<file path="src/logic/fe_consts.svh">
`ifndef FE_CONSTS_SVH
`define FE_CONSTS_SVH

// address and instruction widths
`define FE_ADDR_W 32
`define FE_INSTR_W 32

// fetch block geometry, two 32-bit words per block
`define FE_SLOTS 2
`define FE_BLOCK_W 64
`define FE_BLOCK_BITS 3

// predictor and queue sizes
`define FE_BHT_ENTRIES 16
`define FE_QUEUE_DEPTH 8

`endif

</file>
<file path="src/logic/fe_pkg.sv">
`default_nettype none

`include "fe_consts.svh"

package fe_pkg;

  typedef logic [`FE_ADDR_W-1:0] addr_t;
  typedef logic [`FE_INSTR_W-1:0] instr_t;

  // major opcodes seen by the scanner
  typedef enum logic [6:0] {
    OPC_BRANCH = 7'b1100011,
    OPC_JAL    = 7'b1101111,
    OPC_JALR   = 7'b1100111,
    OPC_OTHER  = 7'b0010011
  } opcode_e;

  // control-flow kind of one slot
  typedef enum logic [1:0] {
    CF_NONE   = 2'd0,
    CF_BRANCH = 2'd1,
    CF_JUMP   = 2'd2
  } cf_e;

  // single outstanding fetch block
  typedef enum logic [1:0] {
    PC_IDLE     = 2'd0,
    PC_WAIT_RSP = 2'd1,
    PC_DROP     = 2'd2
  } pc_state_e;

endpackage

`default_nettype wire

</file>
<file path="src/logic/fe_pc_gen.sv">
`default_nettype none

`include "fe_consts.svh"

module fe_pc_gen (
  input  logic              clk_i,
  input  logic              rst_ni,
  input  fe_pkg::addr_t     boot_addr_i,
  input  logic              flush_i,
  input  fe_pkg::addr_t     flush_pc_i,
  input  logic              mispredict_i,
  input  fe_pkg::addr_t     mispredict_pc_i,
  input  logic              redirect_valid_i,
  input  fe_pkg::addr_t     redirect_pc_i,
  input  logic              blk_valid_i,
  input  logic              queue_ready_i,
  output logic              mem_req_valid_o,
  output fe_pkg::addr_t     mem_req_addr_o,
  input  logic              mem_req_ready_i,
  input  logic              mem_rsp_valid_i,
  output logic              rsp_accept_o,
  output fe_pkg::addr_t     fetch_pc_o
);

  fe_pkg::pc_state_e state_q, state_d;
  fe_pkg::addr_t     npc_q, npc_d;
  fe_pkg::addr_t     req_pc;
  fe_pkg::addr_t     fetch_pc_q;
  fe_pkg::addr_t     stale_addr_q;
  logic              rst_load_q;
  logic              stale_q;
  logic              kill;
  logic              req_hs;

  assign kill = flush_i || mispredict_i;

  // first cycle out of reset fetches straight from the boot address
  assign req_pc = rst_load_q ? boot_addr_i : npc_q;

  // ------------------------------
  // request channel
  // ------------------------------
  assign mem_req_valid_o = (state_q == fe_pkg::PC_IDLE) && queue_ready_i;
  // a request pending across a kill keeps its address until accepted
  assign mem_req_addr_o  = stale_q ? stale_addr_q :
                           {req_pc[`FE_ADDR_W-1:`FE_BLOCK_BITS], {`FE_BLOCK_BITS{1'b0}}};
  assign req_hs          = mem_req_valid_o && mem_req_ready_i;

  // response belongs to a live fetch
  assign rsp_accept_o = (state_q == fe_pkg::PC_WAIT_RSP) && mem_rsp_valid_i && !kill;
  assign fetch_pc_o   = fetch_pc_q;

  // ------------------------------
  // next pc, lowest priority first
  // ------------------------------
  always_comb begin
    npc_d = req_pc;
    // a request already made stale keeps the redirected pc
    if (req_hs && !stale_q) begin
      npc_d = {req_pc[`FE_ADDR_W-1:`FE_BLOCK_BITS] + 1'b1, {`FE_BLOCK_BITS{1'b0}}};
    end
    if (redirect_valid_i) begin
      npc_d = redirect_pc_i;
    end
    if (mispredict_i) begin
      npc_d = mispredict_pc_i;
    end
    if (flush_i) begin
      npc_d = flush_pc_i;
    end
  end

  always_comb begin
    state_d = state_q;
    case (state_q)
      fe_pkg::PC_IDLE: begin
        if (req_hs) begin
          state_d = (stale_q || kill) ? fe_pkg::PC_DROP : fe_pkg::PC_WAIT_RSP;
        end
      end
      fe_pkg::PC_WAIT_RSP: begin
        if (kill && !mem_rsp_valid_i && !blk_valid_i) begin
          // block still in memory, swallow it when it shows up
          state_d = fe_pkg::PC_DROP;
        end else if (blk_valid_i || (kill && mem_rsp_valid_i)) begin
          state_d = fe_pkg::PC_IDLE;
        end
      end
      fe_pkg::PC_DROP: begin
        if (mem_rsp_valid_i) begin
          state_d = fe_pkg::PC_IDLE;
        end
      end
      default: state_d = fe_pkg::PC_IDLE;
    endcase
  end

  always_ff @(posedge clk_i or negedge rst_ni) begin
    if (!rst_ni) begin
      state_q      <= fe_pkg::PC_IDLE;
      npc_q        <= '0;
      rst_load_q   <= 1'b1;
      stale_q      <= 1'b0;
      stale_addr_q <= '0;
    end else begin
      state_q    <= state_d;
      npc_q      <= npc_d;
      rst_load_q <= 1'b0;
      if (req_hs) begin
        stale_q <= 1'b0;
      end else if (mem_req_valid_o && kill) begin
        // address must hold until accepted, so mark it for dropping
        stale_q      <= 1'b1;
        stale_addr_q <= mem_req_addr_o;
      end
    end
  end

  always_ff @(posedge clk_i) begin
    if (req_hs) begin
      fetch_pc_q <= req_pc;
    end
  end

endmodule

`default_nettype wire

</file>
<file path="src/logic/fe_fetch_align.sv">
`default_nettype none

`include "fe_consts.svh"

module fe_fetch_align (
  input  logic                           clk_i,
  input  logic                           rst_ni,
  input  logic                           kill_i,
  input  logic                           rsp_accept_i,
  input  logic [`FE_BLOCK_W-1:0]         rsp_data_i,
  input  fe_pkg::addr_t                  fetch_pc_i,
  output logic                           blk_valid_o,
  output fe_pkg::instr_t [`FE_SLOTS-1:0] slot_instr_o,
  output fe_pkg::addr_t  [`FE_SLOTS-1:0] slot_pc_o,
  output logic [`FE_SLOTS-1:0]           slot_valid_o
);

  localparam int unsigned off_w = `FE_BLOCK_BITS - 2;

  logic                   valid_q;
  logic [`FE_BLOCK_W-1:0] data_q;
  fe_pkg::addr_t          pc_q;
  fe_pkg::addr_t          base_pc;
  logic [off_w-1:0]       word_off;

  always_ff @(posedge clk_i or negedge rst_ni) begin
    if (!rst_ni) begin
      valid_q <= 1'b0;
    end else begin
      valid_q <= rsp_accept_i;
    end
  end

  always_ff @(posedge clk_i) begin
    if (rsp_accept_i) begin
      data_q <= rsp_data_i;
      pc_q   <= fetch_pc_i;
    end
  end

  // blk_valid still tells pc_gen the block is done, even when killed
  assign blk_valid_o = valid_q;
  assign base_pc     = {pc_q[`FE_ADDR_W-1:`FE_BLOCK_BITS], {`FE_BLOCK_BITS{1'b0}}};
  assign word_off    = pc_q[`FE_BLOCK_BITS-1:2];

  // slot 0 is the low word of the block
  for (genvar i = 0; i < `FE_SLOTS; i++) begin : gen_slot
    assign slot_instr_o[i] = data_q[i*`FE_INSTR_W +: `FE_INSTR_W];
    assign slot_pc_o[i]    = base_pc + fe_pkg::addr_t'(i * 4);
    // words before the target address are not part of the stream
    assign slot_valid_o[i] = valid_q && !kill_i && (i >= word_off);
  end

endmodule

`default_nettype wire

</file>
<file path="src/logic/fe_instr_scan.sv">
`default_nettype none

`include "fe_consts.svh"

module fe_instr_scan (
  input  fe_pkg::instr_t instr_i,
  output fe_pkg::cf_e    cf_o,
  output fe_pkg::addr_t  imm_o
);

  fe_pkg::opcode_e opcode;
  fe_pkg::addr_t   imm_b;
  fe_pkg::addr_t   imm_j;

  assign opcode = fe_pkg::opcode_e'(instr_i[6:0]);

  // b-type offset, bit 0 always zero
  assign imm_b = {{(`FE_ADDR_W-12){instr_i[31]}}, instr_i[7], instr_i[30:25],
                  instr_i[11:8], 1'b0};

  // j-type offset
  assign imm_j = {{(`FE_ADDR_W-20){instr_i[31]}}, instr_i[19:12], instr_i[20],
                  instr_i[30:21], 1'b0};

  always_comb begin
    cf_o  = fe_pkg::CF_NONE;
    imm_o = '0;
    case (opcode)
      fe_pkg::OPC_BRANCH: begin
        cf_o  = fe_pkg::CF_BRANCH;
        imm_o = imm_b;
      end
      fe_pkg::OPC_JAL: begin
        cf_o  = fe_pkg::CF_JUMP;
        imm_o = imm_j;
      end
      // jalr target is register based, fetch just falls through
      fe_pkg::OPC_JALR, fe_pkg::OPC_OTHER: begin
        cf_o = fe_pkg::CF_NONE;
      end
      default: begin
        cf_o = fe_pkg::CF_NONE;
      end
    endcase
  end

endmodule

`default_nettype wire

</file>
<file path="src/logic/fe_bht.sv">
`default_nettype none

`include "fe_consts.svh"

module fe_bht (
  input  logic                          clk_i,
  input  logic                          rst_ni,
  input  fe_pkg::addr_t [`FE_SLOTS-1:0] rd_pc_i,
  output logic [`FE_SLOTS-1:0]          rd_taken_o,
  input  logic                          upd_valid_i,
  input  fe_pkg::addr_t                 upd_pc_i,
  input  logic                          upd_taken_i
);

  localparam int unsigned idx_w = $clog2(`FE_BHT_ENTRIES);

  // 2-bit saturating counters, msb is the prediction
  logic [1:0]       cnt_q [`FE_BHT_ENTRIES];
  logic [idx_w-1:0] upd_idx;

  assign upd_idx = upd_pc_i[idx_w+1:2];

  // ------------------------------
  // per-slot lookup
  // ------------------------------
  for (genvar i = 0; i < `FE_SLOTS; i++) begin : gen_rd
    assign rd_taken_o[i] = cnt_q[rd_pc_i[i][idx_w+1:2]][1];
  end

  // ------------------------------
  // training from resolved branches
  // ------------------------------
  always_ff @(posedge clk_i or negedge rst_ni) begin
    if (!rst_ni) begin
      // weakly not taken
      for (int i = 0; i < `FE_BHT_ENTRIES; i++) begin
        cnt_q[i] <= 2'b01;
      end
    end else if (upd_valid_i) begin
      if (upd_taken_i && (cnt_q[upd_idx] != 2'b11)) begin
        cnt_q[upd_idx] <= cnt_q[upd_idx] + 2'd1;
      end else if (!upd_taken_i && (cnt_q[upd_idx] != 2'b00)) begin
        cnt_q[upd_idx] <= cnt_q[upd_idx] - 2'd1;
      end
    end
  end

endmodule

`default_nettype wire

</file>
<file path="src/logic/fe_predict.sv">
`default_nettype none

`include "fe_consts.svh"

module fe_predict (
  input  logic                           blk_valid_i,
  input  logic [`FE_SLOTS-1:0]           slot_valid_i,
  input  fe_pkg::addr_t  [`FE_SLOTS-1:0] slot_pc_i,
  input  fe_pkg::instr_t [`FE_SLOTS-1:0] slot_instr_i,
  input  fe_pkg::cf_e    [`FE_SLOTS-1:0] slot_cf_i,
  input  fe_pkg::addr_t  [`FE_SLOTS-1:0] slot_imm_i,
  input  logic [`FE_SLOTS-1:0]           bht_taken_i,
  output logic                           redirect_valid_o,
  output fe_pkg::addr_t                  redirect_pc_o,
  output logic                           push_o,
  output logic [`FE_SLOTS-1:0]           push_mask_o,
  output logic [`FE_SLOTS-1:0]           push_taken_o
);

  logic [`FE_SLOTS-1:0] slot_hit;
  logic                 found;

  // jal always, branch only when its counter says taken
  // words without the 32-bit length code never steer fetch
  for (genvar i = 0; i < `FE_SLOTS; i++) begin : gen_hit
    assign slot_hit[i] = slot_valid_i[i] && (slot_instr_i[i][1:0] == 2'b11) &&
                         ((slot_cf_i[i] == fe_pkg::CF_JUMP) ||
                          ((slot_cf_i[i] == fe_pkg::CF_BRANCH) && bht_taken_i[i]));
  end

  // lowest slot wins, everything after it is trimmed
  always_comb begin
    found         = 1'b0;
    push_mask_o   = '0;
    push_taken_o  = '0;
    redirect_pc_o = '0;
    for (int i = 0; i < `FE_SLOTS; i++) begin
      if (!found && slot_valid_i[i]) begin
        push_mask_o[i] = 1'b1;
        if (slot_hit[i]) begin
          found           = 1'b1;
          push_taken_o[i] = 1'b1;
          redirect_pc_o   = slot_pc_i[i] + slot_imm_i[i];
        end
      end
    end
  end

  assign redirect_valid_o = blk_valid_i && found;
  assign push_o           = blk_valid_i && (push_mask_o != '0);

endmodule

`default_nettype wire

</file>
<file path="src/logic/fe_instr_queue.sv">
`default_nettype none

`include "fe_consts.svh"

module fe_instr_queue (
  input  logic                           clk_i,
  input  logic                           rst_ni,
  input  logic                           clear_i,
  input  logic                           push_i,
  input  logic [`FE_SLOTS-1:0]           push_mask_i,
  input  fe_pkg::addr_t  [`FE_SLOTS-1:0] push_pc_i,
  input  fe_pkg::instr_t [`FE_SLOTS-1:0] push_instr_i,
  input  logic [`FE_SLOTS-1:0]           push_taken_i,
  output logic                           queue_ready_o,
  output logic                           entry_valid_o,
  output fe_pkg::addr_t                  entry_pc_o,
  output fe_pkg::instr_t                 entry_instr_o,
  output logic                           entry_taken_o,
  input  logic                           entry_ready_i
);

  localparam int unsigned ptr_w = $clog2(`FE_QUEUE_DEPTH);
  // room for a whole block
  localparam logic [ptr_w:0] ready_lim = `FE_QUEUE_DEPTH - `FE_SLOTS;

  fe_pkg::addr_t               pc_mem    [`FE_QUEUE_DEPTH];
  fe_pkg::instr_t              instr_mem [`FE_QUEUE_DEPTH];
  logic [`FE_QUEUE_DEPTH-1:0]  taken_mem;
  logic [ptr_w-1:0]            rd_ptr_q;
  logic [ptr_w-1:0]            wr_ptr_q;
  logic [ptr_w:0]              count_q;
  logic [ptr_w-1:0]            wr_idx [`FE_SLOTS];
  logic [`FE_SLOTS-1:0]        wr_en;
  logic [ptr_w:0]              n_push;
  logic                        pop;

  // ------------------------------
  // packed write of masked slots
  // ------------------------------
  always_comb begin
    n_push = '0;
    for (int i = 0; i < `FE_SLOTS; i++) begin
      wr_en[i]  = push_i && push_mask_i[i] && !clear_i;
      wr_idx[i] = wr_ptr_q + n_push[ptr_w-1:0];
      if (wr_en[i]) begin
        n_push = n_push + 1'b1;
      end
    end
  end

  always_ff @(posedge clk_i) begin
    for (int i = 0; i < `FE_SLOTS; i++) begin
      if (wr_en[i]) begin
        pc_mem[wr_idx[i]]    <= push_pc_i[i];
        instr_mem[wr_idx[i]] <= push_instr_i[i];
        taken_mem[wr_idx[i]] <= push_taken_i[i];
      end
    end
  end

  // ------------------------------
  // pointers and fill level
  // ------------------------------
  assign pop = entry_valid_o && entry_ready_i;

  always_ff @(posedge clk_i or negedge rst_ni) begin
    if (!rst_ni) begin
      rd_ptr_q <= '0;
      wr_ptr_q <= '0;
      count_q  <= '0;
    end else if (clear_i) begin
      rd_ptr_q <= '0;
      wr_ptr_q <= '0;
      count_q  <= '0;
    end else begin
      wr_ptr_q <= wr_ptr_q + n_push[ptr_w-1:0];
      rd_ptr_q <= rd_ptr_q + ptr_w'(pop);
      count_q  <= count_q + n_push - (ptr_w+1)'(pop);
    end
  end

  assign queue_ready_o = (count_q <= ready_lim);
  assign entry_valid_o = (count_q != '0);
  assign entry_pc_o    = pc_mem[rd_ptr_q];
  assign entry_instr_o = instr_mem[rd_ptr_q];
  assign entry_taken_o = taken_mem[rd_ptr_q];

endmodule

`default_nettype wire

</file>
<file path="src/logic/fe_frontend.sv">
`default_nettype none

`include "fe_consts.svh"

module fe_frontend (
  input  logic                   clk_i,
  input  logic                   rst_ni,
  input  fe_pkg::addr_t          boot_addr_i,
  input  logic                   flush_i,
  input  fe_pkg::addr_t          flush_pc_i,
  input  logic                   res_valid_i,
  input  fe_pkg::addr_t          res_pc_i,
  input  logic                   res_is_branch_i,
  input  logic                   res_taken_i,
  input  logic                   res_mispredict_i,
  input  fe_pkg::addr_t          res_target_i,
  output logic                   mem_req_valid_o,
  output fe_pkg::addr_t          mem_req_addr_o,
  input  logic                   mem_req_ready_i,
  input  logic                   mem_rsp_valid_i,
  input  logic [`FE_BLOCK_W-1:0] mem_rsp_data_i,
  output logic                   entry_valid_o,
  output fe_pkg::addr_t          entry_pc_o,
  output fe_pkg::instr_t         entry_instr_o,
  output logic                   entry_taken_o,
  input  logic                   entry_ready_i
);

  logic                           mispredict;
  logic                           kill;
  logic                           bht_upd;
  logic                           rsp_accept;
  logic                           blk_valid;
  logic                           queue_ready;
  logic                           redirect_valid;
  fe_pkg::addr_t                  redirect_pc;
  fe_pkg::addr_t                  fetch_pc;
  fe_pkg::instr_t [`FE_SLOTS-1:0] slot_instr;
  fe_pkg::addr_t  [`FE_SLOTS-1:0] slot_pc;
  logic [`FE_SLOTS-1:0]           slot_valid;
  fe_pkg::cf_e    [`FE_SLOTS-1:0] slot_cf;
  fe_pkg::addr_t  [`FE_SLOTS-1:0] slot_imm;
  logic [`FE_SLOTS-1:0]           bht_taken;
  logic                           push;
  logic [`FE_SLOTS-1:0]           push_mask;
  logic [`FE_SLOTS-1:0]           push_taken;

  // eret, trap and commit redirects all arrive as flush_i
  assign mispredict = res_valid_i && res_mispredict_i;
  assign kill       = mispredict || flush_i;
  assign bht_upd    = res_valid_i && res_is_branch_i;

  fe_pc_gen i_fe_pc_gen (
    .clk_i            (clk_i),
    .rst_ni           (rst_ni),
    .boot_addr_i      (boot_addr_i),
    .flush_i          (flush_i),
    .flush_pc_i       (flush_pc_i),
    .mispredict_i     (mispredict),
    .mispredict_pc_i  (res_target_i),
    .redirect_valid_i (redirect_valid),
    .redirect_pc_i    (redirect_pc),
    .blk_valid_i      (blk_valid),
    .queue_ready_i    (queue_ready),
    .mem_req_valid_o  (mem_req_valid_o),
    .mem_req_addr_o   (mem_req_addr_o),
    .mem_req_ready_i  (mem_req_ready_i),
    .mem_rsp_valid_i  (mem_rsp_valid_i),
    .rsp_accept_o     (rsp_accept),
    .fetch_pc_o       (fetch_pc)
  );

  fe_fetch_align i_fe_fetch_align (
    .clk_i        (clk_i),
    .rst_ni       (rst_ni),
    .kill_i       (kill),
    .rsp_accept_i (rsp_accept),
    .rsp_data_i   (mem_rsp_data_i),
    .fetch_pc_i   (fetch_pc),
    .blk_valid_o  (blk_valid),
    .slot_instr_o (slot_instr),
    .slot_pc_o    (slot_pc),
    .slot_valid_o (slot_valid)
  );

  // ------------------------------
  // one scanner per slot
  // ------------------------------
  for (genvar i = 0; i < `FE_SLOTS; i++) begin : gen_scan
    fe_instr_scan i_fe_instr_scan (
      .instr_i (slot_instr[i]),
      .cf_o    (slot_cf[i]),
      .imm_o   (slot_imm[i])
    );
  end

  fe_bht i_fe_bht (
    .clk_i       (clk_i),
    .rst_ni      (rst_ni),
    .rd_pc_i     (slot_pc),
    .rd_taken_o  (bht_taken),
    .upd_valid_i (bht_upd),
    .upd_pc_i    (res_pc_i),
    .upd_taken_i (res_taken_i)
  );

  fe_predict i_fe_predict (
    .blk_valid_i      (blk_valid),
    .slot_valid_i     (slot_valid),
    .slot_pc_i        (slot_pc),
    .slot_instr_i     (slot_instr),
    .slot_cf_i        (slot_cf),
    .slot_imm_i       (slot_imm),
    .bht_taken_i      (bht_taken),
    .redirect_valid_o (redirect_valid),
    .redirect_pc_o    (redirect_pc),
    .push_o           (push),
    .push_mask_o      (push_mask),
    .push_taken_o     (push_taken)
  );

  fe_instr_queue i_fe_instr_queue (
    .clk_i         (clk_i),
    .rst_ni        (rst_ni),
    .clear_i       (kill),
    .push_i        (push),
    .push_mask_i   (push_mask),
    .push_pc_i     (slot_pc),
    .push_instr_i  (slot_instr),
    .push_taken_i  (push_taken),
    .queue_ready_o (queue_ready),
    .entry_valid_o (entry_valid_o),
    .entry_pc_o    (entry_pc_o),
    .entry_instr_o (entry_instr_o),
    .entry_taken_o (entry_taken_o),
    .entry_ready_i (entry_ready_i)
  );

endmodule

`default_nettype wire

</file>
<file path="config.mk">
export PLATFORM = sky130hd
export DESIGN_NAME = fe_frontend
export DESIGN_NICKNAME = d
export VERILOG_FILES = /design/src/logic/fe_pkg.sv /design/src/logic/fe_pc_gen.sv /design/src/logic/fe_fetch_align.sv /design/src/logic/fe_instr_scan.sv /design/src/logic/fe_bht.sv /design/src/logic/fe_predict.sv /design/src/logic/fe_instr_queue.sv /design/src/logic/fe_frontend.sv
export VERILOG_INCLUDE_DIRS = /design/src /design/src/logic
export SDC_FILE = /design/constraint.sdc
export NUM_CORES = 1
export LEC_CHECK = 0
export BUFFER_PORTS_ARGS = -buffer_cell sky130_fd_sc_hd__buf_2
export CORE_AREA = 2 2 293 266
export CTS_CLUSTER_SIZE = 12
export DETAILED_ROUTE_END_ITERATION = 6
export DIE_AREA = 0 0 295 268
export HOLD_SLACK_MARGIN = 0.15
export PLACE_DENSITY = 0.71
export SLEW_MARGIN = 20
export SYNTH_ARGS = -nofsm -noshare
export SYNTH_HDL_FRONTEND = slang
export SYNTH_SLANG_ARGS = --single-unit
</file>
<file path="constraint.sdc">
create_clock -name clk_i -period 7.15 [get_ports clk_i]
set_input_delay 1.7875 -clock clk_i [delete_from_list [all_inputs] [get_ports clk_i]]
set_output_delay 1.7875 -clock clk_i [all_outputs]
set_load 0.005 [all_outputs]
</file>
After elaboration in Yosys (flattened, before gate mapping)
Memory sizes are Yosys's and may differ from the RTL's. Index checks and enable logic that the tools add are counted.

Add/subtract/negate cells: 12. $lt $le $gt $ge: 11. Equality and inequality tests: 16. Mux-type cells: 64. Bitwise logic cells: 4. Reduce and logical (&&, ||, !) cells: 52.

Operator list (count): $mux 32 (12); $pmux 32 s2 (2); $add 32x32->32 (2); $bwmux 32 (2); $add 32x3->32 const B (1); $logic_and 1x1->1 (32); $add 29x1->29 const B (1); $eq 7x7->1 const B (4); $bmux 2 s4 (3); $mux 2 (12); $mux 1 (18); $bwmux 8 (2); $mux 8 (2); $ge 5x5->1 const B (3); $not 4->5 (3); $lt 3x4->1 const B (3); $eq 2x2->1 const B (5); $demux 2 s4 (1); $mux 4 (2); $pmux 2 s2 (2); $reduce_bool 2->1 (4); $add 3x1->3 (2); $demux 1 s3 (2); $eq 2x1->1 const B (3); 23 further kinds (36).

Register bits after elaboration: 247. Bits in writable memories: 512. Input port bits: 202. Output and inout port bits: 99. Word-level logic and storage cells: 190. Memories: 2.

Memories: i_fe_instr_queue.instr_mem (words 8, width 32, rd ports 1, clocked after memory_dff 0, wr ports 2, RTL line fe_instr_queue.sv:27) `` fe_pkg::instr_t instr_mem [`FE_QUEUE_DEPTH]; ``; i_fe_instr_queue.pc_mem (words 8, width 32, rd ports 1, clocked after memory_dff 0, wr ports 2, RTL line fe_instr_queue.sv:26) `` fe_pkg::addr_t pc_mem [`FE_QUEUE_DEPTH]; ``.

Longest topological paths before layout
Depth in word-level cells: 24. Mapped depth: 17. Depth with buffers taken out: 15.

By module
From an unflattened synthesis, not the netlist that was laid out.

Cell total of the unflattened synthesis: 2881. Area total of the unflattened synthesis: 42011.5 um2.

By module, submodules not included: fe_instr_queue (times used 1, cells each 1434, area each 26440.4 um2, sequential area each 15785.1 um2); fe_pc_gen (times used 1, cells each 516, area each 5635.4 um2, sequential area each 2663.8 um2); fe_fetch_align (times used 1, cells each 163, area each 3354.5 um2, sequential area each 2847.7 um2); fe_predict (times used 1, cells each 467, area each 3354.5 um2, sequential area each 0.0 um2); fe_bht (times used 1, cells each 150, area each 2149.6 um2, sequential area each 820.8 um2); fe_instr_scan (times used 2, cells each 74, area each 528.0 um2, sequential area each 0.0 um2); fe_frontend (times used 1, cells each 3, area each 21.3 um2, sequential area each 0.0 um2).

Worst setup path after synthesis
No wires, ideal clock.

Kind: in2reg. Start: input port flush_i. End: register i_fe_fetch_align.valid_q, in the netlist i_fe_fetch_align.blk_valid_o. Library setup time: 0.783 ns. Arrival: 8.943 ns. Data required time: 6.367 ns. Setup slack: -2.576 ns. Stages on the path: 5. Buffers on the path: 3. Cells stage by stage: clkbuf_1 > a21o_1 > buf_2 > buf_1 > nor3_1.

Cells in the longest elaborated chain, start to end: 3.

Ends and longest elaborated chain: from (decl) (RTL line fe_frontend.sv:9) `input logic flush_i,`; $logic_or 1x1->1 (RTL line fe_pc_gen.sv:35) `assign kill = flush_i || mispredict_i;`; $logic_not 1->1 (RTL line fe_pc_gen.sv:50) `assign rsp_accept_o = (state_q == fe_pkg::PC_WAIT_RSP) && mem_rsp_valid_i && !kill;`; $logic_and 1x1->1 (RTL line fe_pc_gen.sv:50); named net i_fe_fetch_align.rsp_accept_i (RTL line fe_fetch_align.sv:9) `input logic rsp_accept_i,`; to (signal assigned) (RTL line fe_fetch_align.sv:30) `valid_q <= rsp_accept_i;`; to (decl) (RTL line fe_fetch_align.sv:20) `logic valid_q;`.

The timed path passes the listed nets, and every way through them passes these cells. A chain may end at the register's enable or synchronous reset.

==> impl_metrics.ini <==
[yosys]
yosysTopAreaCell = edfxtp_1
ys_ff_latch = 737
synth_edf_count = 612
seq_area_frac_synth_pct = 56.7
synthTopCellsByArea = edfxtp_1 (49%), mux2_2 (12%), mux4_2 (8.3%)
yosysTopAreaCellShare_pct = 48.6
avgSynthCellArea_sq_um = 14.0
async_flop_share_pct = 14.8
syn_area_sq_mm = 0.0378
yosysWarningCount = 0
synth_cell_types = 81
ys.flop_type = edfxtp_1
syn-instance-count = 2693

[power_and_ir_drop]
intPower_w = 0.00803
switchingPower_w = 0.00265
cellLeakagePower_nw = 15.9
p_per_area_mw_per_mm2 = 249
pwr-share-clk_pct = 38.1
p_comb_share_pct = 14.7
ir_drop_uv = 199
total_power_w = 0.0107
sw_frac_of_total_pct = 24.8
seq_power_share_pct = 47.3

[placed_design]
dp_hpwl_um = 68100
dpl_cell_area_sq_mm = 0.0403
dp_cells = 3872
globalplace.congestion = 0.928
numPortBuffers = 264

[floorplanning]
core-area_sq_mm = 0.0758
initial_core_util_pct = 49.9
die_area_sq_mm = 0.0791
fp.dieH_um = 268
io_pins = 301
die_x_um = 295
row_count = 96

[sta]
period_share_pct = 74.9
fmax_mhz = 187
worst-slew-pin-transition_ps = 1110
post-route-min-period_ps = 5360
setup_tns_ps = 0
fin_worst_skew_ps = 21.4
grt_setup_unrepaired = false
maxSlewHeadroom_pct = 25.9
final-hold-violation-count = 0
maxSlewViolCount = 0
setup_viol = 0

[clocking]
clock-sinks = 737
clockRootBuffer = clkbuf_16
clk_pin_slew_ps = 60
postCtsHoldBufs = 0
clockBufferDepth = 3
clk_latency_ps = 650
postCtsSetupBuffers = 0
cts_tree = built
cts.repair.resized = 0
htreeDepth = 3
cts_made_buffers = 81

[cells_and_area]
fin_cells = 4022
nNetsFinal = 3204
fin_area_sq_mm = 0.0429
drive_gt1_share_pct = 34.5
fill_cells = 6052
area_growth_pct = 13.4

[worst_setup_path]
cp_max_fo = 66
crit_type = in2reg
reg2reg_slack_ps = 2070
critPathCaptureType = flip-flop
reg2regPathDepth = 9
start_kind = primary input
critPathLaunch = res_mispredict_i
crit_required_ps = 7550
r2r-end = i_fe_instr_queue.pc_mem[1][8]
timing.rr.start = i_fe_fetch_align.pc_q[3]
cp.arrival_ps = 5750

[detailed_routing]
routedWlPerCell_um = 25.8
drt_iter0_drc = 2399
routed_wl_um = 104000
num_vias = 24300
routed_via_density = 6.03
drc_errors = 0
antenna_left = 0
firstDrtPassIters = 5

[grt]
grt_pass1_vias = 24500
antenna_found_initial = 7
grt_start_max_net_pins = 67
grt_use_total_pct = 26.2
grt-ovfl-total = 0
grt_pass1_wl_um = 153000

[worst_hold_path]
hold_path.class = reg2reg
holdPathEnd = i_fe_fetch_align.pc_q[29]
min_delay_path_depth = 0
min-delay-start = i_fe_pc_gen.fetch_pc_o[29]

[run_status]
outcome = finished, final reports clean

[run]
drv_cap = 0
==> layer usage <==
metal,share of wire (%),GRT usage [%]
met1,42,37.2
met2,47,41.6
met3,7.8,3.85
met4,3.1,8.66
met5,0,0
==> metrics by stage <==
stage / hold slack (ps) / utilization, % / setup WS (ps)
after floorplan: 400 / - / 512
after global routing: 419 / 56.6 / 1660
after global placement: 400 / 53.1 / 1330
after detailed placement: 405 / 53.1 / 1260
final: 405 / 56.6 / 1790
after CTS: 412 / 56.5 / 1950
==> cells in the mapped netlist, types with 6 or more instances <==
cell type,n
edfxtp_1,612
mux2_2,417
and2_1,148
mux4_2,139
nand2_1,132
nor2b_1,130
nor2_1,117
clkbuf_1,115
a21oi_1,104
dfrtp_1,92
ha_1,72
o21ai_0,72
xnor2_1,60
a21o_1,44
inv_1,41
nand3_1,30
xor2_1,25
buf_2,24
o211ai_1,21
nor3_1,20
buf_1,17
dfstp_2,17
nand4_1,17
dfxtp_1,16
nand2b_1,16
a211oi_1,14
mux2i_1,14
o31ai_1,13
a31oi_1,12
and3_1,10
o21ai_1,8
o21bai_1,8
o221ai_1,8
o21a_1,7
a22oi_1,6
or3_1,6
==> sequential cells by signal, indices dropped and copies added, names as in the netlist, 2 cells and up, named ones only <==
| register | flops |
|---|---|
| i_fe_instr_queue.count_q | 4 |
| i_fe_pc_gen.state_q | 2 |
| i_fe_fetch_align.slot_instr_o | 64 |
| i_fe_pc_gen.stale_addr_q | 32 |
| i_fe_instr_queue.rd_ptr_q | 3 |
| i_fe_instr_queue.instr_mem | 256 |
| i_fe_pc_gen.fetch_pc_o | 30 |
| i_fe_pc_gen.npc_q | 30 |
| i_fe_instr_queue.wr_ptr_q | 3 |
| i_fe_instr_queue.taken_mem | 8 |
| i_fe_fetch_align.pc_q | 30 |
| i_fe_instr_queue.pc_mem | 240 |
| i_fe_bht.cnt_q | 16 |
==> logic make-up (layout without fill, tap and decap cells) <==
group	count (synthesis)	after routing	share of synthesized area (%)
DFF	737	737	56.7
and+or+nand+nor	664	664	9.42
muxes	572	572	21.1
AOI/OAI and AO/OA	357	357	6.03
buffers and inverters	201	495	2.12
xor gates and xnor gates	85	85	1.97
adders and majority gates	76	76	2.59
other	1	7	0.00992
==> layout make-up <==
cell class / count / area (sq um) / share of cell area, %
diodes: 4 / 10.0 / 0.0234
flip-flops and latches: 737 / 21500 / 50.1
clock buffers: 114 / 2220 / 5.19
clock inverters: 32 / 355 / 0.829
inverters: 41 / 154 / 0.359
multi-input cells: 1757 / 15700 / 36.6
well taps: 1029 / 1290 / 3.00
repair buffers: 308 / 1690 / 3.95
==> layout by cell type, fill, tap and decap left out, types with 10 or more instances in the layout <==
cell       instances
edfxtp_1         612
mux2_2           417
buf_2            263
and2_1           148
mux4_2           139
nand2_1          131
nor2b_1          128
nor2_1           114
a21oi_1          103
dfrtp_1           89
clkbuf_16         83
o21ai_0           72
ha_1              72
xnor2_1           59
a21o_1            44
buf_4             42
inv_1             37
nand3_1           30
clkbuf_1          28
xor2_1            25
o211ai_1          21
nand4_1           17
dfstp_2           17
nor3_1            16
dfxtp_1           16
mux2i_1           14
a211oi_1          14
nand2b_1          13
o31ai_1           13
a31oi_1           12
and3_1            10
clkinv_2          10
==> worst max-delay path by stage <==
stage,endpoint,slack (ps)
after floorplan,i_fe_fetch_align.pc_q[10],510
after global placement,i_fe_instr_queue.pc_mem[1][7],1330
after detailed placement,i_fe_instr_queue.pc_mem[1][7],1260
after CTS,i_fe_instr_queue.pc_mem[1][7],1950
after global routing,i_fe_instr_queue.pc_mem[1][7],1660
final,i_fe_instr_queue.pc_mem[1][7],1790
==> power groups by stage <==
stage               clock (W)  combinational (W)  sequential, W
floorplan                   0            0.00111        0.00502
global placement            0            0.00154        0.00511
detailed placement          0            0.00157        0.00513
CTS                   0.00413            0.00158        0.00504
global route          0.00430            0.00170        0.00507
finish                0.00406            0.00157        0.00504
==> critical path: stages <==
cell	delay, ps
buf_2	120
a21o_1	240
nor3_2	530
nand2_1	160
a2bb2oi_1	160
buf_4	240
nand2_1	260
or3_2	170
buf_4	570
nand2_4	770
buf_4	470
and2_1	180
Note: power is estimated with default switching activity, not from simulation.
